--- src/cpuPkg.sv ---
`default_nettype none

package cpuPkg;

    // ================================================
    // Widths and word types
    // ================================================
    localparam int wordWidth    = 16;  // Data and instruction word
    localparam int addrWidth    = 15;  // Address as seen outside the core
    localparam int memAddrWidth = 10;  // Index into the local data memory
    localparam int memDepth     = 1 << memAddrWidth;

    typedef logic [wordWidth-1:0]    tWord;
    typedef logic [addrWidth-1:0]    tAddr;     // Instruction or data address
    typedef logic [memAddrWidth-1:0] tMemAddr;  // Low bits of A
    typedef logic [5:0]              tAluFn;    // zx nx zy ny f no

    // Bit 2 jumps on negative, bit 1 on zero, bit 0 on positive
    typedef enum logic [2:0] {
        noJmp = 3'b000,
        jgt   = 3'b001,
        jeq   = 3'b010,
        jge   = 3'b011,
        jlt   = 3'b100,
        jne   = 3'b101,
        jle   = 3'b110,
        jmp   = 3'b111
    } tJumpCond;

    // ================================================
    // Instruction field positions
    // ================================================
    localparam int typeBit  = 15;  // Clear for an A-instruction
    localparam int aBit     = 12;  // Set takes M as the second operand
    localparam int compHi   = 11;
    localparam int compLo   = 6;
    localparam int destABit = 5;
    localparam int destDBit = 4;
    localparam int destMBit = 3;
    localparam int jumpHi   = 2;
    localparam int jumpLo   = 0;

    // Hack computation codes, written for the A operand
    // Same codes with the a-bit set use M instead
    localparam tAluFn aluZero     = 6'b101010;
    localparam tAluFn aluOne      = 6'b111111;
    localparam tAluFn aluMinusOne = 6'b111010;
    localparam tAluFn aluD        = 6'b001100;
    localparam tAluFn aluA        = 6'b110000;
    localparam tAluFn aluNotD     = 6'b001101;
    localparam tAluFn aluNotA     = 6'b110001;
    localparam tAluFn aluNegD     = 6'b001111;
    localparam tAluFn aluNegA     = 6'b110011;
    localparam tAluFn aluDPlus1   = 6'b011111;
    localparam tAluFn aluAPlus1   = 6'b110111;
    localparam tAluFn aluDMinus1  = 6'b001110;
    localparam tAluFn aluAMinus1  = 6'b110010;
    localparam tAluFn aluDPlusA   = 6'b000010;
    localparam tAluFn aluDMinusA  = 6'b010011;
    localparam tAluFn aluAMinusD  = 6'b000111;
    localparam tAluFn aluDAndA    = 6'b000000;
    localparam tAluFn aluDOrA     = 6'b010101;

endpackage

`default_nettype wire

--- src/cpuIf.sv ---
`default_nettype none

// Decode to execute, registered stage 102 control bundle
interface decIf import cpuPkg::*; ();
    logic     valid;       // Low for squashed or empty slots
    logic     isAType;
    tWord     immediate;   // Constant of an A-instruction
    tAluFn    aluFn;
    logic     selM;        // M instead of A as ALU operand
    logic     writeA;
    logic     writeD;
    logic     writeM;
    tJumpCond jumpCond;
    logic     jumpTaken;   // Back from execute
    tAddr     jumpTarget;

    modport decode (output valid, isAType, immediate, aluFn, selM,
                    output writeA, writeD, writeM, jumpCond,
                    input  jumpTaken, jumpTarget);
    modport execute (input  valid, isAType, immediate, aluFn, selM,
                     input  writeA, writeD, writeM, jumpCond,
                     output jumpTaken, jumpTarget);
endinterface


`default_nettype wire

--- src/decodeStage.sv ---
`default_nettype none

module decodeStage import cpuPkg::*; (
    input  logic clk,
    input  logic arstN,
    input  tWord inst,      // Word fetched at the previous instAddr
    output tAddr instAddr,
    decIf.decode dec
);

    tAddr       pc;          // Address currently being fetched
    tAddr       nextPc;
    logic       running;     // Low in the first cycle after reset
    logic [1:0] squashCnt;   // Decode slots still to kill after a jump or reset
    logic [1:0] killCnt;
    logic       squash;
    logic       isC;

    assign instAddr = pc;
    assign isC      = inst[typeBit];

    // A taken jump kills the slot in decode now and the one after it
    assign killCnt = dec.jumpTaken ? 2'd2 : squashCnt;
    assign squash  = (killCnt != 2'd0);

    // ================================================
    // Program counter
    // ================================================
    always_comb begin
        if (dec.jumpTaken) begin
            nextPc = dec.jumpTarget;
        end else if (running) begin
            nextPc = pc + tAddr'(1);
        end else begin
            nextPc = pc;     // Hold 0 until word 0 has been fetched
        end
    end

    always_ff @(posedge clk or negedge arstN) begin
        if (!arstN) begin
            pc        <= '0;
            running   <= 1'b0;
            squashCnt <= 2'd2;   // Word 0 reaches decode in the third cycle
        end else begin
            pc        <= nextPc;
            running   <= 1'b1;
            squashCnt <= (killCnt != 2'd0) ? killCnt - 2'd1 : 2'd0;
        end
    end

    // ================================================
    // Field decode into stage 102
    // ================================================
    always_ff @(posedge clk or negedge arstN) begin
        if (!arstN) begin
            dec.valid    <= 1'b0;
            dec.writeA   <= 1'b0;
            dec.writeD   <= 1'b0;
            dec.writeM   <= 1'b0;
            dec.jumpCond <= noJmp;
        end else begin
            dec.valid    <= !squash;
            dec.writeA   <= isC && inst[destABit];   // Destinations only for C
            dec.writeD   <= isC && inst[destDBit];
            dec.writeM   <= isC && inst[destMBit];
            dec.jumpCond <= isC ? tJumpCond'(inst[jumpHi:jumpLo]) : noJmp;
        end
    end

    // Payload fields, qualified downstream by valid
    always_ff @(posedge clk) begin
        dec.isAType   <= !isC;
        dec.immediate <= {1'b0, inst[addrWidth-1:0]};   // 15 bit constant
        dec.aluFn     <= inst[compHi:compLo];
        dec.selM      <= inst[aBit];
    end

endmodule

`default_nettype wire

--- src/flat_wrapper.sv ---
// flat-port wrapper written by rule: the top's interface ports become plain ports
module decodeStage_flat import cpuPkg::*;
  (clk, arstN, inst, instAddr, dec_valid, dec_isAType, dec_immediate, dec_aluFn, dec_selM, dec_writeA, dec_writeD, dec_writeM, dec_jumpCond, dec_jumpTaken, dec_jumpTarget);
  decIf dec_i ();
  input  logic clk;
  input  logic arstN;
  input  tWord inst;
  output tAddr instAddr;
  output wire logic [$bits(dec_i.valid)-1:0] dec_valid;
  output wire logic [$bits(dec_i.isAType)-1:0] dec_isAType;
  output wire logic [$bits(dec_i.immediate)-1:0] dec_immediate;
  output wire logic [$bits(dec_i.aluFn)-1:0] dec_aluFn;
  output wire logic [$bits(dec_i.selM)-1:0] dec_selM;
  output wire logic [$bits(dec_i.writeA)-1:0] dec_writeA;
  output wire logic [$bits(dec_i.writeD)-1:0] dec_writeD;
  output wire logic [$bits(dec_i.writeM)-1:0] dec_writeM;
  output wire logic [$bits(dec_i.jumpCond)-1:0] dec_jumpCond;
  input wire logic [$bits(dec_i.jumpTaken)-1:0] dec_jumpTaken;
  input wire logic [$bits(dec_i.jumpTarget)-1:0] dec_jumpTarget;
  assign dec_valid = dec_i.valid;
  assign dec_isAType = dec_i.isAType;
  assign dec_immediate = dec_i.immediate;
  assign dec_aluFn = dec_i.aluFn;
  assign dec_selM = dec_i.selM;
  assign dec_writeA = dec_i.writeA;
  assign dec_writeD = dec_i.writeD;
  assign dec_writeM = dec_i.writeM;
  assign dec_jumpCond = dec_i.jumpCond;
  assign dec_i.jumpTaken = dec_jumpTaken;
  assign dec_i.jumpTarget = dec_jumpTarget;
  decodeStage u_core (.clk(clk), .arstN(arstN), .inst(inst), .instAddr(instAddr), .dec(dec_i));
endmodule
--- config.mk ---
export PLATFORM = sky130hd
export DESIGN_NAME = decodeStage_flat
export DESIGN_NICKNAME = d
export VERILOG_FILES = /design/src/cpuPkg.sv /design/src/cpuIf.sv /design/src/decodeStage.sv /design/src/flat_wrapper.sv
export SDC_FILE = /design/constraint.sdc
export NUM_CORES = 1
export LEC_CHECK = 0
export ABC_CLOCK_PERIOD_IN_PS = 1400
export BUFFER_PORTS_ARGS = -buffer_cell sky130_fd_sc_hd__buf_4
export CORE_MARGIN = 2
export CORE_UTILIZATION = 42
export CTS_BUF_LIST = sky130_fd_sc_hd__clkbuf_4
export DETAILED_ROUTE_END_ITERATION = 8
export HOLD_SLACK_MARGIN = 0.08
export PLACE_DENSITY = 0.73
export REMOVE_ABC_BUFFERS = 1
export SYNTH_ARGS = -nofsm -noshare
export SYNTH_HDL_FRONTEND = slang
export SYNTH_SLANG_ARGS = --single-unit
--- constraint.sdc ---
create_clock -name clk -period 1.4 [get_ports clk]
set_input_delay 0.28 -clock clk [delete_from_list [all_inputs] [get_ports clk]]
set_output_delay 0.28 -clock clk [all_outputs]
set_load 0.02 [all_outputs]
-- Word-level counts from Yosys, hierarchy flattened
Cells that the tools add are included.
- logic and storage cells: 26
- input bits: 34
- flip-flop bits (word level): 48
- output and inout bits: 46
- add/sub/neg operators: 2
- reduce and logical (&&, ||, !) cells: 7
- muxes and demuxes: 5
- operator list (kind ; number):
    two-way mux 15 bit ; 2
    adder 15 x 1 -> 15 bit (second input constant) ; 1
    two-way mux 2 bit ; 2
    nonzero test 2 bit ; 2
    logical AND 1 bit ; 3
    two-way mux 3 bit ; 1
    logical NOT 1 bit ; 2
    subtractor 2 x 1 -> 2 bit (second input constant) ; 1

-- Logic depth before layout (Yosys ltp)
- word-level depth: 3
- gate-level depth with buffers: 4

-- Worst setup path before layout
OpenSTA, ideal clock, no wires.
- kind: register to register
- start: register u_core.pc[0], in the netlist u_core.instAddr[0]
- end: register u_core.pc[14], in the netlist u_core.instAddr[14]
- path buffers: 0
- slack: -271 ps
- stages on the path, launching flop included: 5
- arrival time: 1584 ps
- path through: dfrtp_1 > ha_1 > nand3_2 > or4_1 > o211ai_1
- word-level cells in the longest chain between the ends: 3
- ends and longest elaborated chain (element ; line ; text):
    start, declared ; decodeStage.sv:11 ; tAddr pc;
    start signal, assigned ; decodeStage.sv:45 ; pc <= nextPc;
    adder 15 x 1 -> 15 bit ; decodeStage.sv:33 ; nextPc = pc + tAddr'(1);
    two-way mux 15 bit ; decodeStage.sv:32 ; end else if (running) begin
    two-way mux 15 bit ; decodeStage.sv:30 ; if (dec.jumpTaken) begin
Every way passes these cells. The select of a mux whose other input is x is not followed.
A chain may end at the register's enable or synchronous reset.

-- Final worst setup path
- start: register u_core.pc[0], in the netlist u_core.instAddr[0]
- end: register u_core.pc[10], in the netlist u_core.instAddr[10]
Same word-level chain as after synthesis.

==> impl_results.md <==
- Clk slew on worst S/H paths: 120 ps
- YS warnings: 0
- CTS H-tree depth: 2
- Multi-input logic area: 662 um^2
- Clock skew: 12.3 ps
- Post-layout nets: 302
- Area grow syn2layout: 71.2%
- Fmax achieved: 714 MHz
- Drt initial violations: 115
- Non-filler cells, final: 316
- R2R setup slack: -0.7 ps
- Die area: 4370 um^2
- Port bufs: 78
- Synth area leader: dfrtp_1
- Root Buffer: clkbuf_4
- FILL cells: 256
- Total wire length: 4.56 mm
- Total gr overflow: 0
- Drt pass-1 iters: 4
- Sequential area share after synthesis: 58.5%
- Syn Inst Count: 148
- Startpoint types: flip-flop
- Gr usage total: 21.6%
- Pins Over Slew Limit: 0
- ANT nets after route: 0
- Fin area: 2770 um^2
- Reg area: 951 um^2
- Routed len/inst: 14.4 um
- Outcome: complete, but fails checks
- Min Tclk post-route: 1400 ps
- Failing checks: negative setup slack
- Peak VDD IR: 0.000939 V
- Most common cell after layout, fill and taps aside: buf_4
- RR Startpoint: u_core.instAddr[0]
- CP max stage cell: or4_4
- Area after DPL: 2340 um^2
- Hold Startpoint: inst[15]
- Crit. End Element: flip-flop
- Die width: 66.1 um
- Crit-path max FO: 4
- Routability Congestion: 0.910
- Cell Area, Synth: 1620 um^2
- DP HPWL: 2.87 mm
- Max-cap check violation count: 0
- Sink Count: 41
- Clk_lat worst skew: 340 ps
- Number of global-route vias before repair: 1597
- Hold/Removal Path Class: primary input to flip-flop
- Ranking of synthesized cells by area: dfrtp_1, dfxtp_1, buf_4
- Maximum clock insertion buffer count: 2
- Final hold viol count: 0
- DRC: 0
- Initial antenna violation count: 0
- Die Ht: 66.1 um
- CP max stage delay: 510 ps
- Synth unique cells: 37
- Top cell type's share of synthesized area: 37.1%
- Final setup margin: -0.694 ps
- RSZ-0062 raised after global routing: true
- Final total power: 2.68 mW
- Most frequent cells in the layout: buf_4, dfrtp_1, dlygate4sd3_1, dfxtp_1, nand2_1
- Via count: 1571
- Share of layout cells above drive strength 1: 51.5%
- Cell Chain, Critical Path: ha_4 > nand3_4 > or4_4 > a31oi_1
- CP Class: flip-flop to flip-flop
- Total CTS buffers: 5
- Vias per inst: 4.97
- Fin crit share: 100%
- Avg Inst Size Synth: 10.9 um^2
- Placed Cells: 284
- First-pass GRT wire length: 7.04 mm
- Reg2reg end: u_core.instAddr[10]
- Setup violations, final: 1
- Final Core Density: 75.2%
- Synth Register Bits: 41
- Worst r2r path cells: 4
- Num rows: 22
- I/O pin count: 80
- Hold WS: 125 ps
- Pin count of the biggest net entering global routing: 26
- ANT cells: 0
- Initial core utilization: 43.9%
- Arrival time at the worst endpoint: 1660 ps
- Crit path required time: 1660 ps
- Static Leak: 1.28 nW
- CTS tree: done
- Min-Delay Endpoint: u_core.dec.isAType
- Worst hold path depth: 2
- Pwr/cell area: 965 nW/um^2
- Core Region: 3690 um^2
==> how the worst max path moves through the flow <==
stage	startpoint	endpoint	cells after the start
6_report	u_core.instAddr[0]	u_core.instAddr[10]	4
5_1_grt	u_core.instAddr[7]	u_core.instAddr[14]	4
4_1_cts	u_core.instAddr[1]	u_core.instAddr[10]	4
3_5_place_dp	u_core.instAddr[1]	u_core.instAddr[8]	5
3_3_place_gp	u_core.instAddr[0]	u_core.instAddr[14]	4
2_1_floorplan	u_core.instAddr[0]	u_core.instAddr[14]	4
==> sequential cells by signal, summed over array words and instances, names as in the netlist <==
| register | cells |
|---|---|
| u_core.dec.immediate | 10 |
| u_core.dec.writeM | 1 |
| u_core.dec.jumpCond | 3 |
| u_core.dec.writeD | 1 |
| u_core.squashCnt | 2 |
| u_core.dec.valid | 1 |
| u_core.running | 1 |
| u_core.dec.writeA | 1 |
| u_core.instAddr | 15 |
| u_core.dec.isAType | 1 |
| u_core.dec.aluFn | 5 |
==> critical path, delay by kind of cell, from the launching register on <==
kind,cells,cell delay (ps)
AO/OA/AOI/OAI,1,130
AND/OR/NAND/NOR,2,590
adder cells (fa/ha/maj),1,160
flip-flops,1,440
==> metal layers <==
layer	GRT usage (%)	vias to the layer above	routed length (um)
met3	10.7	8	474
met1	21.8	737	1550
met2	38.5	72	2470
met4	6.63	0	65
met5	0	-	0
li1	-	754	-
==> what timing repair did <==
action / CTS / global route
endpoints found under the hold margin: 39 / 0
pin swaps: 8 / 13
resized for setup: 5 / 25
setup endpoints to repair: 9 / 13
hold buffers: 16 / 0
buffers inserted: 2 / 6
==> synthesized netlist by cell type (all sizes together) <==
| master | count |
|---|---|
| a221o | 1 |
| o31ai | 3 |
| and4 | 3 |
| ha | 1 |
| a31oi | 6 |
| o211ai | 2 |
| and2 | 6 |
| nor2b | 2 |
| conb | 2 |
| nor3 | 1 |
| or2 | 2 |
| and3 | 2 |
| nand3 | 6 |
| o21ai | 9 |
| nor2 | 8 |
| a41oi | 1 |
| nand2b | 1 |
| clkbuf | 2 |
| o41ai | 2 |
| buf | 11 |
| nand2 | 12 |
| mux2i | 1 |
| xor2 | 2 |
| o311ai | 1 |
| nor4 | 1 |
| dfstp | 1 |
| dfxtp | 16 |
| or4 | 4 |
| nand4 | 6 |
| or3 | 2 |
| inv | 5 |
| dfrtp | 24 |
| xnor2 | 2 |
==> layout make-up <==
class | count | area share [%]
repair buffers | 125 | 36.9
flip-flops and latches | 41 | 34.3
multi-input cells | 89 | 23.9
well taps | 48 | 2.17
clock buffers | 6 | 1.62
inverters | 5 | 0.677
clock inverters | 2 | 0.451
==> power by group <==
group          internal [mW]  leakage [nW]  switching (mW)
combinational          0.395         0.816           0.355
sequential              1.26         0.431          0.0664
clock                  0.220        0.0365           0.380
==> stage by stage <==
| stage | TNS [ps] | setup WS [ps] |
|---|---|---|
| after floorplan | -940 | -271 |
| after global placement | -43.8 | -28.5 |
| after detailed placement | -291 | -81.2 |
| after CTS | -159 | -49.5 |
| after global routing | -465 | -70.8 |
| final | -0.694 | -0.694 |
==> kinds of logic (layout without fill, tap and decap cells) <==
kind of cell | Yosys count | after routing | share of synthesized area (%)
fa+ha+maj | 1 | 1 | 0.772
simple gates | 56 | 56 | 19.9
other cells | 2 | 2 | 0.463
compound gates | 25 | 25 | 10.2
buf+inv | 18 | 138 | 7.41
mux | 1 | 1 | 0.618
flops | 41 | 41 | 58.5
xor+xnor | 4 | 4 | 2.16
Power figures use the tool's default switching activity.
