===== config.mk =====
export PLATFORM = sky130hd
export DESIGN_NAME = executeStage_flat
export DESIGN_NICKNAME = d
export VERILOG_FILES = /design/src/cpuPkg.sv /design/src/cpuIf.sv /design/src/executeStage.sv /design/src/flat_wrapper.sv
export SDC_FILE = /design/constraint.sdc
export NUM_CORES = 1
export LEC_CHECK = 0
export ABC_AREA = 0
export BUFFER_PORTS_ARGS = -buffer_cell sky130_fd_sc_hd__buf_2
export CAP_MARGIN = 40
export CORE_MARGIN = 3
export CORE_UTILIZATION = 53
export DETAILED_ROUTE_END_ITERATION = 10
export PLACE_DENSITY_LB_ADDON = 0.12
export SYNTH_ARGS = -nofsm -noshare
export SYNTH_HDL_FRONTEND = slang
export SYNTH_SLANG_ARGS = --single-unit
export TNS_END_PERCENT = 10

===== constraint.sdc =====
create_clock -name clk -period 4.9 [get_ports clk]
set_input_delay 0.245 -clock clk [delete_from_list [all_inputs] [get_ports clk]]
set_output_delay 0.245 -clock clk [all_outputs]
set_load 0.05 [all_outputs]

===== src/cpuPkg.sv =====
`default_nettype none

package cpuPkg;

    // ================================================
    // Widths and word types
    // ================================================
    localparam int wordWidth    = 16;  // Data and instruction word
    localparam int addrWidth    = 15;  // Address as seen outside the core
    localparam int memAddrWidth = 10;  // Index into the local data memory
    localparam int memDepth     = 1 << memAddrWidth;

    typedef logic [wordWidth-1:0]    tWord;
    typedef logic [addrWidth-1:0]    tAddr;     // Instruction or data address
    typedef logic [memAddrWidth-1:0] tMemAddr;  // Low bits of A
    typedef logic [5:0]              tAluFn;    // zx nx zy ny f no

    // Bit 2 jumps on negative, bit 1 on zero, bit 0 on positive
    typedef enum logic [2:0] {
        noJmp = 3'b000,
        jgt   = 3'b001,
        jeq   = 3'b010,
        jge   = 3'b011,
        jlt   = 3'b100,
        jne   = 3'b101,
        jle   = 3'b110,
        jmp   = 3'b111
    } tJumpCond;

    // ================================================
    // Instruction field positions
    // ================================================
    localparam int typeBit  = 15;  // Clear for an A-instruction
    localparam int aBit     = 12;  // Set takes M as the second operand
    localparam int compHi   = 11;
    localparam int compLo   = 6;
    localparam int destABit = 5;
    localparam int destDBit = 4;
    localparam int destMBit = 3;
    localparam int jumpHi   = 2;
    localparam int jumpLo   = 0;

    // Hack computation codes, written for the A operand
    // Same codes with the a-bit set use M instead
    localparam tAluFn aluZero     = 6'b101010;
    localparam tAluFn aluOne      = 6'b111111;
    localparam tAluFn aluMinusOne = 6'b111010;
    localparam tAluFn aluD        = 6'b001100;
    localparam tAluFn aluA        = 6'b110000;
    localparam tAluFn aluNotD     = 6'b001101;
    localparam tAluFn aluNotA     = 6'b110001;
    localparam tAluFn aluNegD     = 6'b001111;
    localparam tAluFn aluNegA     = 6'b110011;
    localparam tAluFn aluDPlus1   = 6'b011111;
    localparam tAluFn aluAPlus1   = 6'b110111;
    localparam tAluFn aluDMinus1  = 6'b001110;
    localparam tAluFn aluAMinus1  = 6'b110010;
    localparam tAluFn aluDPlusA   = 6'b000010;
    localparam tAluFn aluDMinusA  = 6'b010011;
    localparam tAluFn aluAMinusD  = 6'b000111;
    localparam tAluFn aluDAndA    = 6'b000000;
    localparam tAluFn aluDOrA     = 6'b010101;

endpackage

`default_nettype wire


===== src/cpuIf.sv =====
`default_nettype none

// Decode to execute, registered stage 102 control bundle
interface decIf import cpuPkg::*; ();
    logic     valid;       // Low for squashed or empty slots
    logic     isAType;
    tWord     immediate;   // Constant of an A-instruction
    tAluFn    aluFn;
    logic     selM;        // M instead of A as ALU operand
    logic     writeA;
    logic     writeD;
    logic     writeM;
    tJumpCond jumpCond;
    logic     jumpTaken;   // Back from execute
    tAddr     jumpTarget;

    modport decode (output valid, isAType, immediate, aluFn, selM,
                    output writeA, writeD, writeM, jumpCond,
                    input  jumpTaken, jumpTarget);
    modport execute (input  valid, isAType, immediate, aluFn, selM,
                     input  writeA, writeD, writeM, jumpCond,
                     output jumpTaken, jumpTarget);
endinterface

// Execute to result, memory read request and write request
interface resIf import cpuPkg::*; ();
    tMemAddr readAddr;  // Forwarded A for the next instruction
    tWord    aluData;
    tAddr    wrAddr;
    logic    wrEn;      // One per memory write
    tWord    memData;   // M with recent writes already merged

    modport execute (output readAddr, aluData, wrAddr, wrEn, input memData);
    modport result (input readAddr, aluData, wrAddr, wrEn, output memData);
endinterface

`default_nettype wire


===== src/executeStage.sv =====
`default_nettype none

module executeStage import cpuPkg::*; (
    input  logic  clk,
    input  logic  arstN,
    decIf.execute dec,
    resIf.execute res
);

    tWord aReg;
    tWord dReg;
    tWord nextA;
    tWord nextD;
    tWord aluY;        // A or M
    tWord xIn;         // After zx nx
    tWord yIn;         // After zy ny
    tWord fOut;
    tWord aluOut;
    logic doA;
    logic doD;
    logic neg;
    logic zero;
    logic pos;
    logic condMet;

    // Zero then invert one ALU input
    function automatic tWord presetIn(input tWord v, input logic z, input logic n);
        tWord t;
        t = z ? '0 : v;
        return n ? ~t : t;
    endfunction

    // ================================================
    // Hack ALU
    // ================================================
    // M comes from result, already merged with writes of the last two instructions
    assign aluY = dec.selM ? res.memData : aReg;

    assign xIn  = presetIn(dReg, dec.aluFn[5], dec.aluFn[4]);
    assign yIn  = presetIn(aluY, dec.aluFn[3], dec.aluFn[2]);
    assign fOut = dec.aluFn[1] ? xIn + yIn : xIn & yIn;   // f selects add or and
    assign aluOut = dec.aluFn[0] ? ~fOut : fOut;          // no

    // Flags of the result
    assign neg  = aluOut[wordWidth-1];
    assign zero = (aluOut == '0);
    assign pos  = !neg && !zero;

    // ================================================
    // Jump resolution
    // ================================================
    assign condMet = (neg  && dec.jumpCond[2])
                  || (zero && dec.jumpCond[1])
                  || (pos  && dec.jumpCond[0]);

    assign dec.jumpTaken  = dec.valid && !dec.isAType && condMet;
    assign dec.jumpTarget = aReg[addrWidth-1:0];   // A before this instruction writes it

    // ================================================
    // A and D registers
    // ================================================
    assign doA = dec.valid && (dec.isAType || dec.writeA);
    assign doD = dec.valid && dec.writeD;

    always_comb begin
        nextA = aReg;
        if (doA) begin
            nextA = dec.isAType ? dec.immediate : aluOut;
        end
    end

    // Written at the end of the cycle, so the next instruction reads it with no stall
    assign nextD = doD ? aluOut : dReg;

    always_ff @(posedge clk or negedge arstN) begin
        if (!arstN) begin
            aReg <= '0;
            dReg <= '0;
        end else begin
            aReg <= nextA;
            dReg <= nextD;
        end
    end

    // ================================================
    // Memory requests
    // ================================================
    // Read for the instruction now in decode uses A as this one leaves it
    assign res.readAddr = nextA[memAddrWidth-1:0];

    assign res.aluData = aluOut;
    assign res.wrAddr  = aReg[addrWidth-1:0];     // M is addressed by the old A
    assign res.wrEn    = dec.valid && dec.writeM;  // Squashed slots never write

endmodule

`default_nettype wire


===== src/flat_wrapper.sv =====
// flat-port wrapper written by rule: the top's interface ports become plain ports
module executeStage_flat import cpuPkg::*;
  (clk, arstN, dec_valid, dec_isAType, dec_immediate, dec_aluFn, dec_selM, dec_writeA, dec_writeD, dec_writeM, dec_jumpCond, dec_jumpTaken, dec_jumpTarget, res_readAddr, res_aluData, res_wrAddr, res_wrEn, res_memData);
  decIf dec_i ();
  resIf res_i ();
  input  logic clk;
  input  logic arstN;
  input wire logic [$bits(dec_i.valid)-1:0] dec_valid;
  input wire logic [$bits(dec_i.isAType)-1:0] dec_isAType;
  input wire logic [$bits(dec_i.immediate)-1:0] dec_immediate;
  input wire logic [$bits(dec_i.aluFn)-1:0] dec_aluFn;
  input wire logic [$bits(dec_i.selM)-1:0] dec_selM;
  input wire logic [$bits(dec_i.writeA)-1:0] dec_writeA;
  input wire logic [$bits(dec_i.writeD)-1:0] dec_writeD;
  input wire logic [$bits(dec_i.writeM)-1:0] dec_writeM;
  input wire logic [$bits(dec_i.jumpCond)-1:0] dec_jumpCond;
  output wire logic [$bits(dec_i.jumpTaken)-1:0] dec_jumpTaken;
  output wire logic [$bits(dec_i.jumpTarget)-1:0] dec_jumpTarget;
  output wire logic [$bits(res_i.readAddr)-1:0] res_readAddr;
  output wire logic [$bits(res_i.aluData)-1:0] res_aluData;
  output wire logic [$bits(res_i.wrAddr)-1:0] res_wrAddr;
  output wire logic [$bits(res_i.wrEn)-1:0] res_wrEn;
  input wire logic [$bits(res_i.memData)-1:0] res_memData;
  assign dec_i.valid = dec_valid;
  assign dec_i.isAType = dec_isAType;
  assign dec_i.immediate = dec_immediate;
  assign dec_i.aluFn = dec_aluFn;
  assign dec_i.selM = dec_selM;
  assign dec_i.writeA = dec_writeA;
  assign dec_i.writeD = dec_writeD;
  assign dec_i.writeM = dec_writeM;
  assign dec_i.jumpCond = dec_jumpCond;
  assign dec_jumpTaken = dec_i.jumpTaken;
  assign dec_jumpTarget = dec_i.jumpTarget;
  assign res_readAddr = res_i.readAddr;
  assign res_aluData = res_i.aluData;
  assign res_wrAddr = res_i.wrAddr;
  assign res_wrEn = res_i.wrEn;
  assign res_i.memData = res_memData;
  executeStage u_core (.clk(clk), .arstN(arstN), .dec(dec_i), .res(res_i));
endmodule

## Word level (Yosys, flattened, before mapping)

Index checks and enable logic that the tools add are counted.

| operators by class | value |
|---|---|
| add/sub/neg operators | 1 |
| multiply operators | 0 |
| div/mod/pow operators | 0 |
| magnitude comparators | 0 |
| equality and inequality tests | 0 |
| shift operators | 0 |
| multiplexer cells | 9 |
| bitwise logic cells | 4 |
| reduce and logical (&&, ||, !) cells | 16 |

Operators by type and width:

| cell | number |
|---|---|
| 16-bit two-way mux | 8 |
| 16-bit inverter | 3 |
| 16-bit adder | 1 |
| 16-bit AND | 1 |
| 16-bit zero test | 1 |
| 10-bit two-way mux | 1 |
| 1-bit logical AND | 9 |
| 1-bit zero test | 3 |
| 1-bit logical OR | 3 |

| storage, ports and cells | value |
|---|---|
| register bits | 32 |
| bits in latches | 0 |
| RAM bits | 0 |
| ROM bits | 0 |
| bits of input ports | 49 |
| output and inout bits | 58 |
| logic and storage cells | 33 |
| memories | 0 |

## Logic depth before layout (Yosys ltp)

Gate-level depths: netlist of run 1.

| logic depth | value |
|---|---|
| depth after elaboration | 14 |
| mapped depth | 16 |
| mapped depth without buffers | 15 |

## Worst setup path after synthesis of run 1

Ideal clock, no wire load.

| path | value |
|---|---|
| path type | input to output |
| start | in dec_selM |
| end | out dec_jumpTaken |
| arrival time | 4897 ps |
| required time | 4655 ps |
| setup slack | -242 ps |
| stages | 15 |
| buffers on the path | 2 |
| cell sequence | clkbuf_1 -> buf_1 -> mux2i_1 -> nor2_1 -> xor2_1 -> ha_1 -> a211o_1 -> a21o_1 -> o221ai_1 -> nand3_1 -> or4_4 -> nor4_2 -> or4b_1 -> o41ai_1 -> o21a_1 |

| on the way | value |
|---|---|
| cells in the longest elaborated chain, start to end | 14 |
| elaborated cells between the ends (all ways) | 19 |
| those cells by class | add/sub: 1; mux: 5; bitwise: 3; reduce/logical: 10 |

Ends and longest elaborated chain:

| what | RTL line | text |
|---|---|---|
| from (decl) | flat_wrapper.sv:12 | `input wire logic [$bits(dec_i.selM)-1:0] dec_selM;` |
| 16-bit two-way mux * | executeStage.sv:37 | `assign aluY = dec.selM ? res.memData : aReg;` |
| 16-bit two-way mux * | executeStage.sv:29 | `t = z ? '0 : v;` |
| 16-bit inverter | executeStage.sv:30 | `return n ? ~t : t;` |
| 16-bit two-way mux * | executeStage.sv:30 |  |
| 16-bit adder or 16-bit AND (tied branches) | executeStage.sv:41 | `assign fOut = dec.aluFn[1] ? xIn + yIn : xIn & yIn;` |
| 16-bit two-way mux * | executeStage.sv:41 |  |
| 16-bit inverter | executeStage.sv:42 | `assign aluOut = dec.aluFn[0] ? ~fOut : fOut;` |
| 16-bit two-way mux * | executeStage.sv:42 |  |
| via res_aluData[7] | flat_wrapper.sv:20 | `output wire logic [$bits(res_i.aluData)-1:0] res_aluData;` |
| 16-bit zero test * | executeStage.sv:46 | `assign zero = (aluOut == '0);` |
| 1-bit zero test | executeStage.sv:47 | `assign pos = !neg && !zero;` |
| 1-bit logical AND | executeStage.sv:47 |  |
| 1-bit logical AND | executeStage.sv:54 | `\|\| (pos && dec.jumpCond[0]);` |
| 1-bit logical OR * | executeStage.sv:54 |  |
| 1-bit logical AND * | executeStage.sv:56 | `assign dec.jumpTaken = dec.valid && !dec.isAType && condMet;` |
| to (decl) | flat_wrapper.sv:17 | `output wire logic [$bits(dec_i.jumpTaken)-1:0] dec_jumpTaken;` |

The timed path passes the listed nets; every way through them passes the cells marked *.

## Final worst setup path of run 1

| path | value |
|---|---|
| start | reg u_core.aReg[4] |
| end | out dec_jumpTaken |

| on the way | value |
|---|---|
| cells in the longest elaborated chain, start to end | 14 |
| elaborated cells between the ends (all ways) | 19 |
| those cells by class | add/sub: 1; mux: 5; bitwise: 3; reduce/logical: 10 |

Ends and longest elaborated chain:

| what | RTL line | text |
|---|---|---|
| from (decl) | executeStage.sv:10 | `tWord aReg;` |
| from (signal assigned) | executeStage.sv:80 | `aReg <= nextA;` |
| 16-bit two-way mux * | executeStage.sv:37 |  |
| 16-bit two-way mux * | executeStage.sv:29 |  |
| 16-bit inverter | executeStage.sv:30 |  |
| 16-bit two-way mux * | executeStage.sv:30 |  |
| 16-bit adder or 16-bit AND (tied branches) | executeStage.sv:41 |  |
| 16-bit two-way mux * | executeStage.sv:41 |  |
| 16-bit inverter | executeStage.sv:42 |  |
| 16-bit two-way mux * | executeStage.sv:42 |  |
| 16-bit zero test | executeStage.sv:46 |  |
| 1-bit zero test | executeStage.sv:47 |  |
| 1-bit logical AND | executeStage.sv:47 |  |
| 1-bit logical AND | executeStage.sv:54 |  |
| 1-bit logical OR * | executeStage.sv:54 |  |
| 1-bit logical AND * | executeStage.sv:56 |  |

Mark *: on every way between the ends. The rest lies on a longest branch, timed or not.

==> results of run 1 <==
## kinds of logic after synthesis
kind of cell               after synthesis
DFF                                     32
and+or+nand+nor                        135
AOI/OAI and AO/OA                       90
xor gates and xnor gates                47
adders and majority gates               17
buffers and inverters                   67
muxes                                   41
## worst max-delay path: cells and delay by family (launching register included)
family                     cells  cell delay (ps)
buffers and inverters          1              200
and+or+nand+nor                5             1710
DFF                            1              400
muxes                          1              140
AOI/OAI and AO/OA              5             1110
adders and majority gates      1              390
xor gates and xnor gates       1              160
## state kept, by name, summed over array words and instances (netlist names)
signal and count:
u_core.aReg 16, u_core.dReg 16
## worst paths after layout
check,start,end,cells past startpoint
worst max-delay path,u_core.aReg[4]$_DFF_PN0_,dec_jumpTaken,14
worst min-delay path,arstN,u_core.aReg[13]$_DFFE_PN0P_,1
worst max register to register,u_core.aReg[0]$_DFF_PN0_,u_core.aReg[14]$_DFFE_PN0P_,14
worst min register to register,u_core.aReg[15]$_DFFE_PN0P_,u_core.aReg[15]$_DFFE_PN0P_,2
max in group asynchronous,arstN,u_core.dReg[0]$_DFFE_PN0P_,1
min in group clk,dec_immediate[12],u_core.aReg[12]$_DFFE_PN0P_,3
## metal layers
layer / share of wire [%] / up-vias / GRT usage (%)
li1: - / 1614 / -
met5: 0 / - / 0
met2: 54 / 98 / 49.2
met4: 1.7 / 0 / 5.72
met1: 39 / 1560 / 26.0
met3: 4.9 / 12 / 3.95
## final cells by class
cell class              instances  area [µm²]
fillers                       594        2410
multi-input cells             330        2400
flip-flops and latches         32         801
repair buffers                112         586
well taps                      77        96.3
clock buffers                   6        72.6
inverters                      14        52.6
clock inverters                 1        5.00
## power by group
part | internal, µW | switching, µW | leakage, µW
logic | 528 | 1190 | 0.00160
registers | 358 | 63.7 | 0.000391
clock network | 96.6 | 98.3 | 0.0000410
## through the flow
stage	power [µW]	hold WS [ps]	util (%)	setup slack (ps)
floorplan	1840	-50.6	-	12.5
global placement	2100	355	60.6	340
detailed placement	2130	358	60.8	282
CTS	2330	52.5	62.0	119
global route	2490	85.3	62.4	12.8
finish	2340	29.5	62.4	264
## layout by cell type, fill, tap and decap left out, types with 5 or more instances in the layout
cell,instances
nand2_1,38
clkbuf_8,5
buf_4,5
buf_2,105
a211oi_1,6
a21o_1,5
nor3_1,5
a21oi_1,13
xor2_1,17
mux2_2,9
nor2_1,31
ha_1,16
and3_1,7
mux2i_1,32
dfrtp_1,32
xnor2_1,29
inv_1,11
nor2b_1,5
nand3_1,7
o21ai_0,29
nand2b_1,17
## repair_timing
| action | 4_1_cts | 5_1_grt |
|---|---|---|
| endpoints found under the setup margin | 0 | 1 |
| resized for setup | 0 | 5 |
| hold buffers | 0 | 0 |
==> metrics.md, run 1 <==
| Metric | Value |
|---|---|
| Post-Layout Cell Count | 572 |
| Worst path slowest cell | or4_4 |
| Mapped Cells | roughly 430 |
| Num CTS Buffers | 5 |
| Cells after DPL | 565 |
| Syn nets | 495 |
| Setup TNS | 0 ps |
| Die Area | roughly 7700 µm² |
| Synthesized-area fraction occupied by adder cells | 6.22% |
| Vias per cell | 5.74 |
| Top post-synthesis cells by count | nand2_1, dfrtp_1, mux2i_1, nor2_1 |
| I/O Pins | roughly 110 |
| MaxCap Viol Count | 0 |
| Remaining global-route overflow | 0 |
| First DRT Iteration DRCs | 211 |
| Post-route antenna net violation count | 0 |
| CP peak stage delay | 540 ps |
| Postcts setup bufs | 0 |
| Core area | 6420 µm² |
| VDD IR max | 335 µV |
| PortBufs | around 110 |
| Count of final hold-check violations | 0 |
| Post-synth top area cell | dfrtp_1 |
| Largest cells by area after synthesis | dfrtp_1, mux2i_1, xnor2_1 |
| Kind of critical path | flop to primary output |
| Worst Path Required | 4660 ps |
| Count leader, synth | nand2_1 |
| GRT Util Overall | 24.4% |
| Fin. max-slew vios | 0 |
| Post-synthesis sequential area ratio | 22.6% |
| Period utilisation layout | 94.6% |
| Largest family of logic cells by synthesized area | simple AND/OR/NAND/NOR gates |
| Mux share of post-synthesis cell area | 11.9% |
| Cell area after layout | 4010 µm² |
| Slew @ Worst Pin | 856 ps |
| DP Area | 3910 µm² |
| Vias in the first global route | around 3,200 |
| Critical Path Sink Type | primary output |
| R2r setup slk | 1180 ps |
| Synth async-reset ratio | 100% |
| Post-synth cell types | 60 |
| Chip Width | 87.8 µm |
| Clock transition at path regs | approximately 70 ps |
| Top cell type's share of synthesized area | 22.6% |
| Initial Utilization | 55.2% |
| Top FF cell, synth | dfrtp_1 |
| Post-Syn Area | 3540 µm² |
| Xor/xnor share of the synthesized area | 11.6% |
| Final nets | around 560 |
| Initial antenna violation count | 0 |
| Fmax achieved | 0.216 GHz |
| Crit-path cells | mux2i_1 -> nor2_1 -> xor2_1 -> ha_1 -> a21o_2 -> a21boi_0 -> a211o_1 -> or4_4 -> or4_4 -> nor4_2 -> or4b_1 -> o31a_1 -> o21a_1 -> clkbuf_4 |
| Critical Path Fanout Max | 7 |
| Root buf cell | clkbuf_8 |
| Mean Syn Cell Area | about 8.3 µm² |
| TritonCTS clock tree | yes |
| P&R area growth vs syn | 13.2% |
| Synth Area in Simple Gates | 19.6% |
| DP Wirelength | 7280 µm |
| Crit path DAT | around 4400 ps |
| PwrDens | 582 nW/µm² |
| H-tree depth | 2 |
| CTS max path bufs | 2 |
| Via count | 3,284 |
| Leakage power | roughly 0.002 µW |
| Clock Skews | between 6 and 7 ps |
| RSZ-0062 raised after global routing | no |
| TritonCTS Sinks | 32 |
| Ant diodes | 0 |
| First-pass GRT wire length | 15,100 µm |
| Remaining DRCs | 0 |
| Yosys reg bits | 32 |
| Final setup fails | 0 |
| Crit path launch type | flop |
| Status | complete, no violations |
| Compound-Gate Fraction of Synth Area | 17.4% |
| Most used cell, CP | or4_4 |
| Die Y | between 80 and 90 µm |
| EDFF count, synth | 0 |
| First-pass DRT Iterations | 4 |
| YS warnings | 0 |
| Routed Wire Length | 9320 µm |
| Std cell rows | 29 |
| Crit path time final | 4640 ps |
| Routed wire per std cell | between 15 and 20 µm |
| HP Class | input pin to asynchronous set/reset pin |
| Largest net degree at the start of global routing | 35 |
| Worst skew pair latency | approximately 280 ps |
| Routability Congestion | 0.867 |
| Share of cells above drive strength 1 | 28.5% |
| Rel. slew slack | 42.8% |
Note: power is estimated with default switching activity, not from simulation.
==> run 2: changes to the inputs <==
==> constraint.sdc (replaced) <==
create_clock -name clk -period 4.5 [get_ports clk]
set_input_delay 0.225 -clock clk [delete_from_list [all_inputs] [get_ports clk]]
set_output_delay 0.225 -clock clk [all_outputs]
set_load 0.05 [all_outputs]
==> run 2 against run 1 <==
Combinational power grew 17%. Power grew 16%. Die area did not move. Global-route usage increased by 0.72 points. Sequential power is 8.1% higher.
==> metrics.md, run 2 (synthesis results as in run 1) <==
| Metric | Value |
|---|---|
| Status | complete, no violations (unchanged) |
| Remaining DRCs | 0 (unchanged) |
| Final setup fails | 0 (unchanged) |
| Post-route antenna net violation count | 0 (unchanged) |
| Vias per cell | 5.65 (was 5.74) |
| Met1 wire length | 3770 µm (was 3640 µm) |
| Internal power | 1180 µW (was 982 µW) |
| Vias in the first global route | 3,287 (was 3,242) |
| Total Power | 2710 µW (was 2340 µW) |
| Final nets | 575 (was 561) |
| Leakage power | 0.00213 µW (was 0.00203 µW) |
| Clock transition at path regs | 70 ps (about the same) |
| TritonCTS clock tree | yes (unchanged) |
| Crit path time final | 4440 ps |
| Chip Width | 87.8 µm (unchanged) |
| Setup TNS | 0 ps (unchanged) |
| Fmax achieved | 0.225 GHz |
| Largest registers | u_core.aReg: 16 flops, u_core.dReg: 16 flops (unchanged) |
| CTS max path bufs | 2 (unchanged) |
| Std cell rows | 29 (unchanged) |
| First-pass DRT Iterations | 4 (unchanged) |
| First DRT Iteration DRCs | 96 (was 211) |
| Initial antenna violation count | 0 (unchanged) |
| Routed wire per std cell | 16.5 µm (was 16.3 µm) |
| Routability Congestion | 0.941 (was 0.867) |
| Switch Pwr | 1530 µW (was 1350 µW) |
| Remaining global-route overflow | 0 (unchanged) |
| HP Class | input pin to asynchronous set/reset pin (unchanged) |
| PortBufs | 106 (unchanged) |
| Routed Wire Length | 9680 µm (was 9320 µm) |
| Die Area | 7700 µm² (unchanged) |
| Largest net degree at the start of global routing | 33 (was 35) |
| Initial Utilization | 55.2% (unchanged) |
| Worst skew pair latency | 290 ps (was 280 ps) |
| Via count | 3,314 (was 3,284) |
| Crit path launch type | flop (unchanged) |
| Hold Worst Slack | 5.96 ps (was 29.5 ps) |
| Clock Skews | 7.15 ps (was 6.86 ps) |
| Num CTS Buffers | 5 (unchanged) |
| First-pass GRT wire length | 15,200 µm (was 15,100 µm) |
| Highest routed layer | met4 (unchanged) |
| Root buf cell | clkbuf_8 (unchanged) |
| TritonCTS Sinks | 32 (unchanged) |
| GRT Util Overall | 25.1% (was 24.4%) |
| Clock power share | 8.8% (was 8.3%) |
| Share of cells above drive strength 1 | 34.1% (was 28.5%) |
| Hold buffer count at CTS | 0 (unchanged) |
| Period utilisation layout | 98.7% |
| Fin. max-slew vios | 0 (unchanged) |
| Core area | 6420 µm² (unchanged) |
| H-tree depth | 2 (unchanged) |
| Cell area after layout | 4230 µm² (was 4010 µm²) |
| Rel. slew slack | 45.9% (was 42.8%) |
| Critical Path Sink Type | primary output (unchanged) |
| Critical Path Fanout Max | 7 (unchanged) |
| Crit path DAT | 4220 ps (was 4390 ps) |
| Combinational fraction of design power | 74.4% (was 73.6%) |
| Switching portion of total power | 56.4% (was 58.0%) |
| VDD IR max | 369 µV (was 335 µV) |
| Slew @ Worst Pin | 809 ps (was 856 ps) |
| P&R area growth vs syn | 19.3% (was 13.2%) |
| MaxCap Viol Count | 0 (unchanged) |
| Count of final hold-check violations | 0 (unchanged) |
| Met2 Routed Length | 5100 µm (was 5060 µm) |
| Commonest cells after routing, fill and taps aside | buf_2, nand2_1, mux2i_1, dfrtp_1, nor2_1 (unchanged) |
| RSZ-0062 raised after global routing | yes (was no) |
| DP Wirelength | 7370 µm (was 7280 µm) |
| Die Y | 87.8 µm (unchanged) |
| I/O Pins | 107 (unchanged) |
| Commonest non-fill, non-tap cell in the layout | buf_2 (unchanged) |
| Ant diodes | 0 (unchanged) |
| DP Area | 4010 µm² (was 3910 µm²) |
| Worst Path Required | 4280 ps (was 4660 ps) |
| Reg power frac | 16.9% (was 18.0%) |
| WL met3 | 501 µm (was 459 µm) |
| PwrDens | 640 nW/µm² (was 582 nW/µm²) |
| Kind of critical path | flop to primary output (unchanged) |
==> run 2: cell types whose count changed in the layout (fill, tap and decap cells not counted), moves of 2 or more <==
cell	change
a211oi_1	-2
ha_1	-4
ha_2	+4
xnor2_2	+3
a211oi_2	+2
clkinv_1	-2
buf_4	+14
xnor2_1	-3
==> run 2: path summary, 6_finish.rpt <==
kind                                             from                          end  slack, ps  cells past startpoint
max                          u_core.aReg[4]$_DFF_PN0_                dec_jumpTaken         60                     14
min                                             arstN  u_core.aReg[13]$_DFFE_PN0P_          6                      1
max reg2reg                  u_core.aReg[4]$_DFF_PN0_  u_core.aReg[14]$_DFFE_PN0P_        930                     14
min reg2reg                u_core.dReg[2]$_DFFE_PN0P_   u_core.dReg[2]$_DFFE_PN0P_        490                      2
max in group asynchronous                       arstN  u_core.dReg[13]$_DFFE_PN0P_       3990                      1
min in group clk                    dec_immediate[11]  u_core.aReg[11]$_DFFE_PN0P_        230                      3
==> run 2: through the flow <==
| stage | instances | utilization [%] | setup slack (ps) |
|---|---|---|---|
| floorplan | 429 | - | 4.34 |
| global placement | 573 | 62.2 | 38.6 |
| detailed placement | 574 | 62.4 | -65.8 |
| CTS | 584 | 64.9 | 18.0 |
| global route | 587 | 65.8 | -136 |
| finish | 587 | 65.8 | 57.0 |
==> run 2: critical path: stages (launching register included) <==
cell and delay [ps]:
dfrtp_1 400, mux2i_1 140, nor2_1 60, xor2_1 160
ha_1 390, a21o_4 240, a21boi_0 120, a211o_1 220
or4_4 420, or4_4 530, nor4_2 140, or4b_4 510
o31a_1 250, o21a_2 200, buf_6 150
==> run 2: area by class of cell <==
type	instances	area, µm²
clock buffers	8	90.1
multi-input cells	330	2490
well taps	77	96.3
inverters	14	55.1
fillers	557	2200
flip-flops and latches	32	801
repair buffers	126	694
==> run 2: what timing repair did <==
action,CTS,global route
resized for setup,10,8
pin swaps,3,5
setup endpoints to repair,1,1
setup buffers,2,3
==> run 2: metal layers <==
metal	track usage, %	up-vias
li1	-	1641
met1	26.7	1543
met2	48.2	103
met3	4.23	27
met4	11.0	0
met5	0	-
==> run 2: power by group through the flow <==
| stage | logic, µW | clock network [µW] | registers (µW) |
|---|---|---|---|
| final | 2010 | 237 | 456 |
| after floorplan | 1580 | 0 | 446 |
| after global placement | 1900 | 0 | 457 |
| after CTS | 1970 | 243 | 457 |
| after detailed placement | 1920 | 0 | 462 |
| after global routing | 2150 | 255 | 470 |
==> run 3: changes to the inputs <==
==> constraint.sdc (replaced) <==
create_clock -name clk -period 5.1 [get_ports clk]
set_input_delay 0.255 -clock clk [delete_from_list [all_inputs] [get_ports clk]]
set_output_delay 0.255 -clock clk [all_outputs]
set_load 0.05 [all_outputs]
==> run 3 against run 2 <==
Core utilization is 3.6 points lower. Wire length is 3.0% lower. Via count is 0.18% lower. Worst setup slack better by 260 ps. Sequential power is 12% lower.
==> metrics.md, run 3 (synthesis results as in run 1) <==
| Metric | Value |
|---|---|
| Status | complete, no violations (unchanged) |
| Std cell rows | 29 (unchanged) |
| P&R area growth vs syn | 12.9% (was 19.3%) |
| Worst Path Required | 4850 ps (was 4280 ps) |
| GRT Util Overall | 25.0% (was 25.1%) |
| Crit path time final | 4780 ps |
| Clock Skews | 6.55 ps (was 7.15 ps) |
| Final nets | 561 (was 575) |
| DP Wirelength | 7250 µm (was 7370 µm) |
| CTS resizes | 0 (was 10) |
| Routed Wire Length | 9390 µm (was 9680 µm) |
| Register area | 801 µm² (unchanged) |
| Post-route antenna net violation count | 0 (unchanged) |
| PwrDens | 564 nW/µm² (was 640 nW/µm²) |
| Fin. max-slew vios | 0 (unchanged) |
| # fillers | 593 (was 557) |
| Fmax achieved | 0.209 GHz |
| Footprint of the multi-input gates | 2370 µm² (was 2490 µm²) |
| Worst skew pair latency | 290 ps (about the same) |
| Critical Path Fanout Max | 5 (was 7) |
| Setup TNS | 0 ps (unchanged) |
| Num CTS Buffers | 5 (unchanged) |
| Routed wire per std cell | 16.4 µm (was 16.5 µm) |
| Leakage power | 0.00203 µW (was 0.00213 µW) |
| Cell area after layout | 4000 µm² (was 4230 µm²) |
| Total Power | 2260 µW (was 2710 µW) |
| TritonCTS Sinks | 32 (unchanged) |
| Final core utilization | 62.2% (was 65.8%) |
| Initial antenna violation count | 0 (unchanged) |
| CTS max path bufs | 2 (unchanged) |
| Critical Path Sink Type | primary output (unchanged) |
| First DRT Iteration DRCs | 167 (was 96) |
| I/O Pins | 107 (unchanged) |
| DP Area | 3900 µm² (was 4010 µm²) |
| Routability Congestion | 0.892 (was 0.941) |
| Chip Width | 87.8 µm (unchanged) |
| Kind of critical path | flop to primary output (unchanged) |
| MaxCap Viol Count | 0 (unchanged) |
| Period utilisation layout | 93.7% |
| Hold buffer count at CTS | 0 (unchanged) |
| Rel. slew slack | 42.7% (was 45.9%) |
| Remaining global-route overflow | 0 (unchanged) |
| First-pass GRT wire length | 15,200 µm (about the same) |
| Largest net degree at the start of global routing | 35 (was 33) |
| Core area | 6420 µm² (unchanged) |
| Remaining DRCs | 0 (unchanged) |
| Vias in the first global route | 3,143 (was 3,287) |
| PortBufs | 106 (unchanged) |
| H-tree depth | 2 (unchanged) |
| Clock transition at path regs | 70 ps (about the same) |
| Die Area | 7700 µm² (unchanged) |
| Crit path DAT | 4520 ps (was 4220 ps) |
| Die Y | 87.8 µm (unchanged) |
| First-pass DRT Iterations | 4 (unchanged) |
| Ant diodes | 0 (unchanged) |
| Root buf cell | clkbuf_8 (unchanged) |
| Slew @ Worst Pin | 858 ps (was 809 ps) |
| Via count | 3,308 (was 3,314) |
| Share of cells above drive strength 1 | 27.9% (was 34.1%) |
| Count of final hold-check violations | 0 (unchanged) |
| Commonest cells after routing, fill and taps aside | buf_2, nand2_1, mux2i_1, dfrtp_1, nor2_1 (unchanged) |
| Crit path launch type | flop (unchanged) |
| Vias per cell | 5.78 (was 5.65) |
| Commonest non-fill, non-tap cell in the layout | buf_2 (unchanged) |
| Final setup fails | 0 (unchanged) |
| RSZ-0062 raised after global routing | no (was yes) |
| VDD IR max | 387 µV (was 369 µV) |
| TritonCTS clock tree | yes (unchanged) |
| HP Class | input pin to asynchronous set/reset pin (unchanged) |
| Postcts setup bufs | 0 (was 2) |
| Initial Utilization | 55.2% (unchanged) |
| Largest registers | u_core.aReg: 16 flops, u_core.dReg: 16 flops (unchanged) |
[run 3: cell types whose count changed in the layout (fill, tap and decap cells not counted), moves of 4 or more]
cell,before,now
xnor2_1,26,30
ha_2,4,0
xnor2_2,4,0
buf_4,19,5
ha_1,12,16
[run 3: area by class of cell]
| type | count | area share [%] |
|---|---|---|
| well taps | 77 | 2.41 |
| multi-input cells | 330 | 59.2 |
| repair buffers | 112 | 14.6 |
| inverters | 14 | 1.31 |
| flip-flops and latches | 32 | 20.0 |
| clock buffers | 7 | 2.41 |
[run 3: per-layer routing]
metal | wire length, µm | track usage [%] | up-vias
met5 | 0 | 0 | -
met4 | 215 | 6.69 | 0
met3 | 472 | 4.61 | 15
met2 | 4960 | 48.0 | 109
met1 | 3740 | 28.0 | 1564
li1 | - | - | 1620
[run 3: path summary, 6_finish.rpt]
path | start | endpoint | slack (ps) | depth (start not counted)
worst max-delay path | u_core.aReg[0]$_DFF_PN0_ | dec_jumpTaken | 320 | 16
worst min-delay path | arstN | u_core.aReg[13]$_DFFE_PN0P_ | 30 | 1
worst max register to register | u_core.aReg[0]$_DFF_PN0_ | u_core.aReg[14]$_DFFE_PN0P_ | 1230 | 14
worst min register to register | u_core.dReg[2]$_DFFE_PN0P_ | u_core.dReg[2]$_DFFE_PN0P_ | 490 | 2
max in group asynchronous | arstN | u_core.dReg[7]$_DFFE_PN0P_ | 4560 | 1
min in group clk | dec_immediate[13] | u_core.aReg[13]$_DFFE_PN0P_ | 250 | 3
[run 3: metrics by stage]
stage	hold WS [ps]	setup WS, ps	std cells
floorplan	-40.6	136	429
CTS	63.0	319	572
global placement	367	608	564
finish	30.8	321	572
detailed placement	380	463	565
global route	90.4	1.74	572
[run 3: worst max-delay path, cell delays in order (launching register included)]
cell and delay, ps:
dfrtp_1 400, mux2i_1 140, nor2_1 60, xor2_1 170, ha_1 280, fa_1 420, a21o_1 220, a221oi_2 510
xnor2_1 180, mux2i_1 100, xnor2_1 260, inv_1 100, nor4_2 240, or4b_1 490, o41ai_1 260, o21a_1 150
buf_2 250
[run 3: power by group]
| group | internal (µW) | switching [µW] | total [µW] |
|---|---|---|---|
| logic | 498 | 1140 | 1630 |
| registers | 344 | 57.8 | 402 |
| clock network | 120 | 98.8 | 219 |
| total | 962 | 1290 | 2260 |
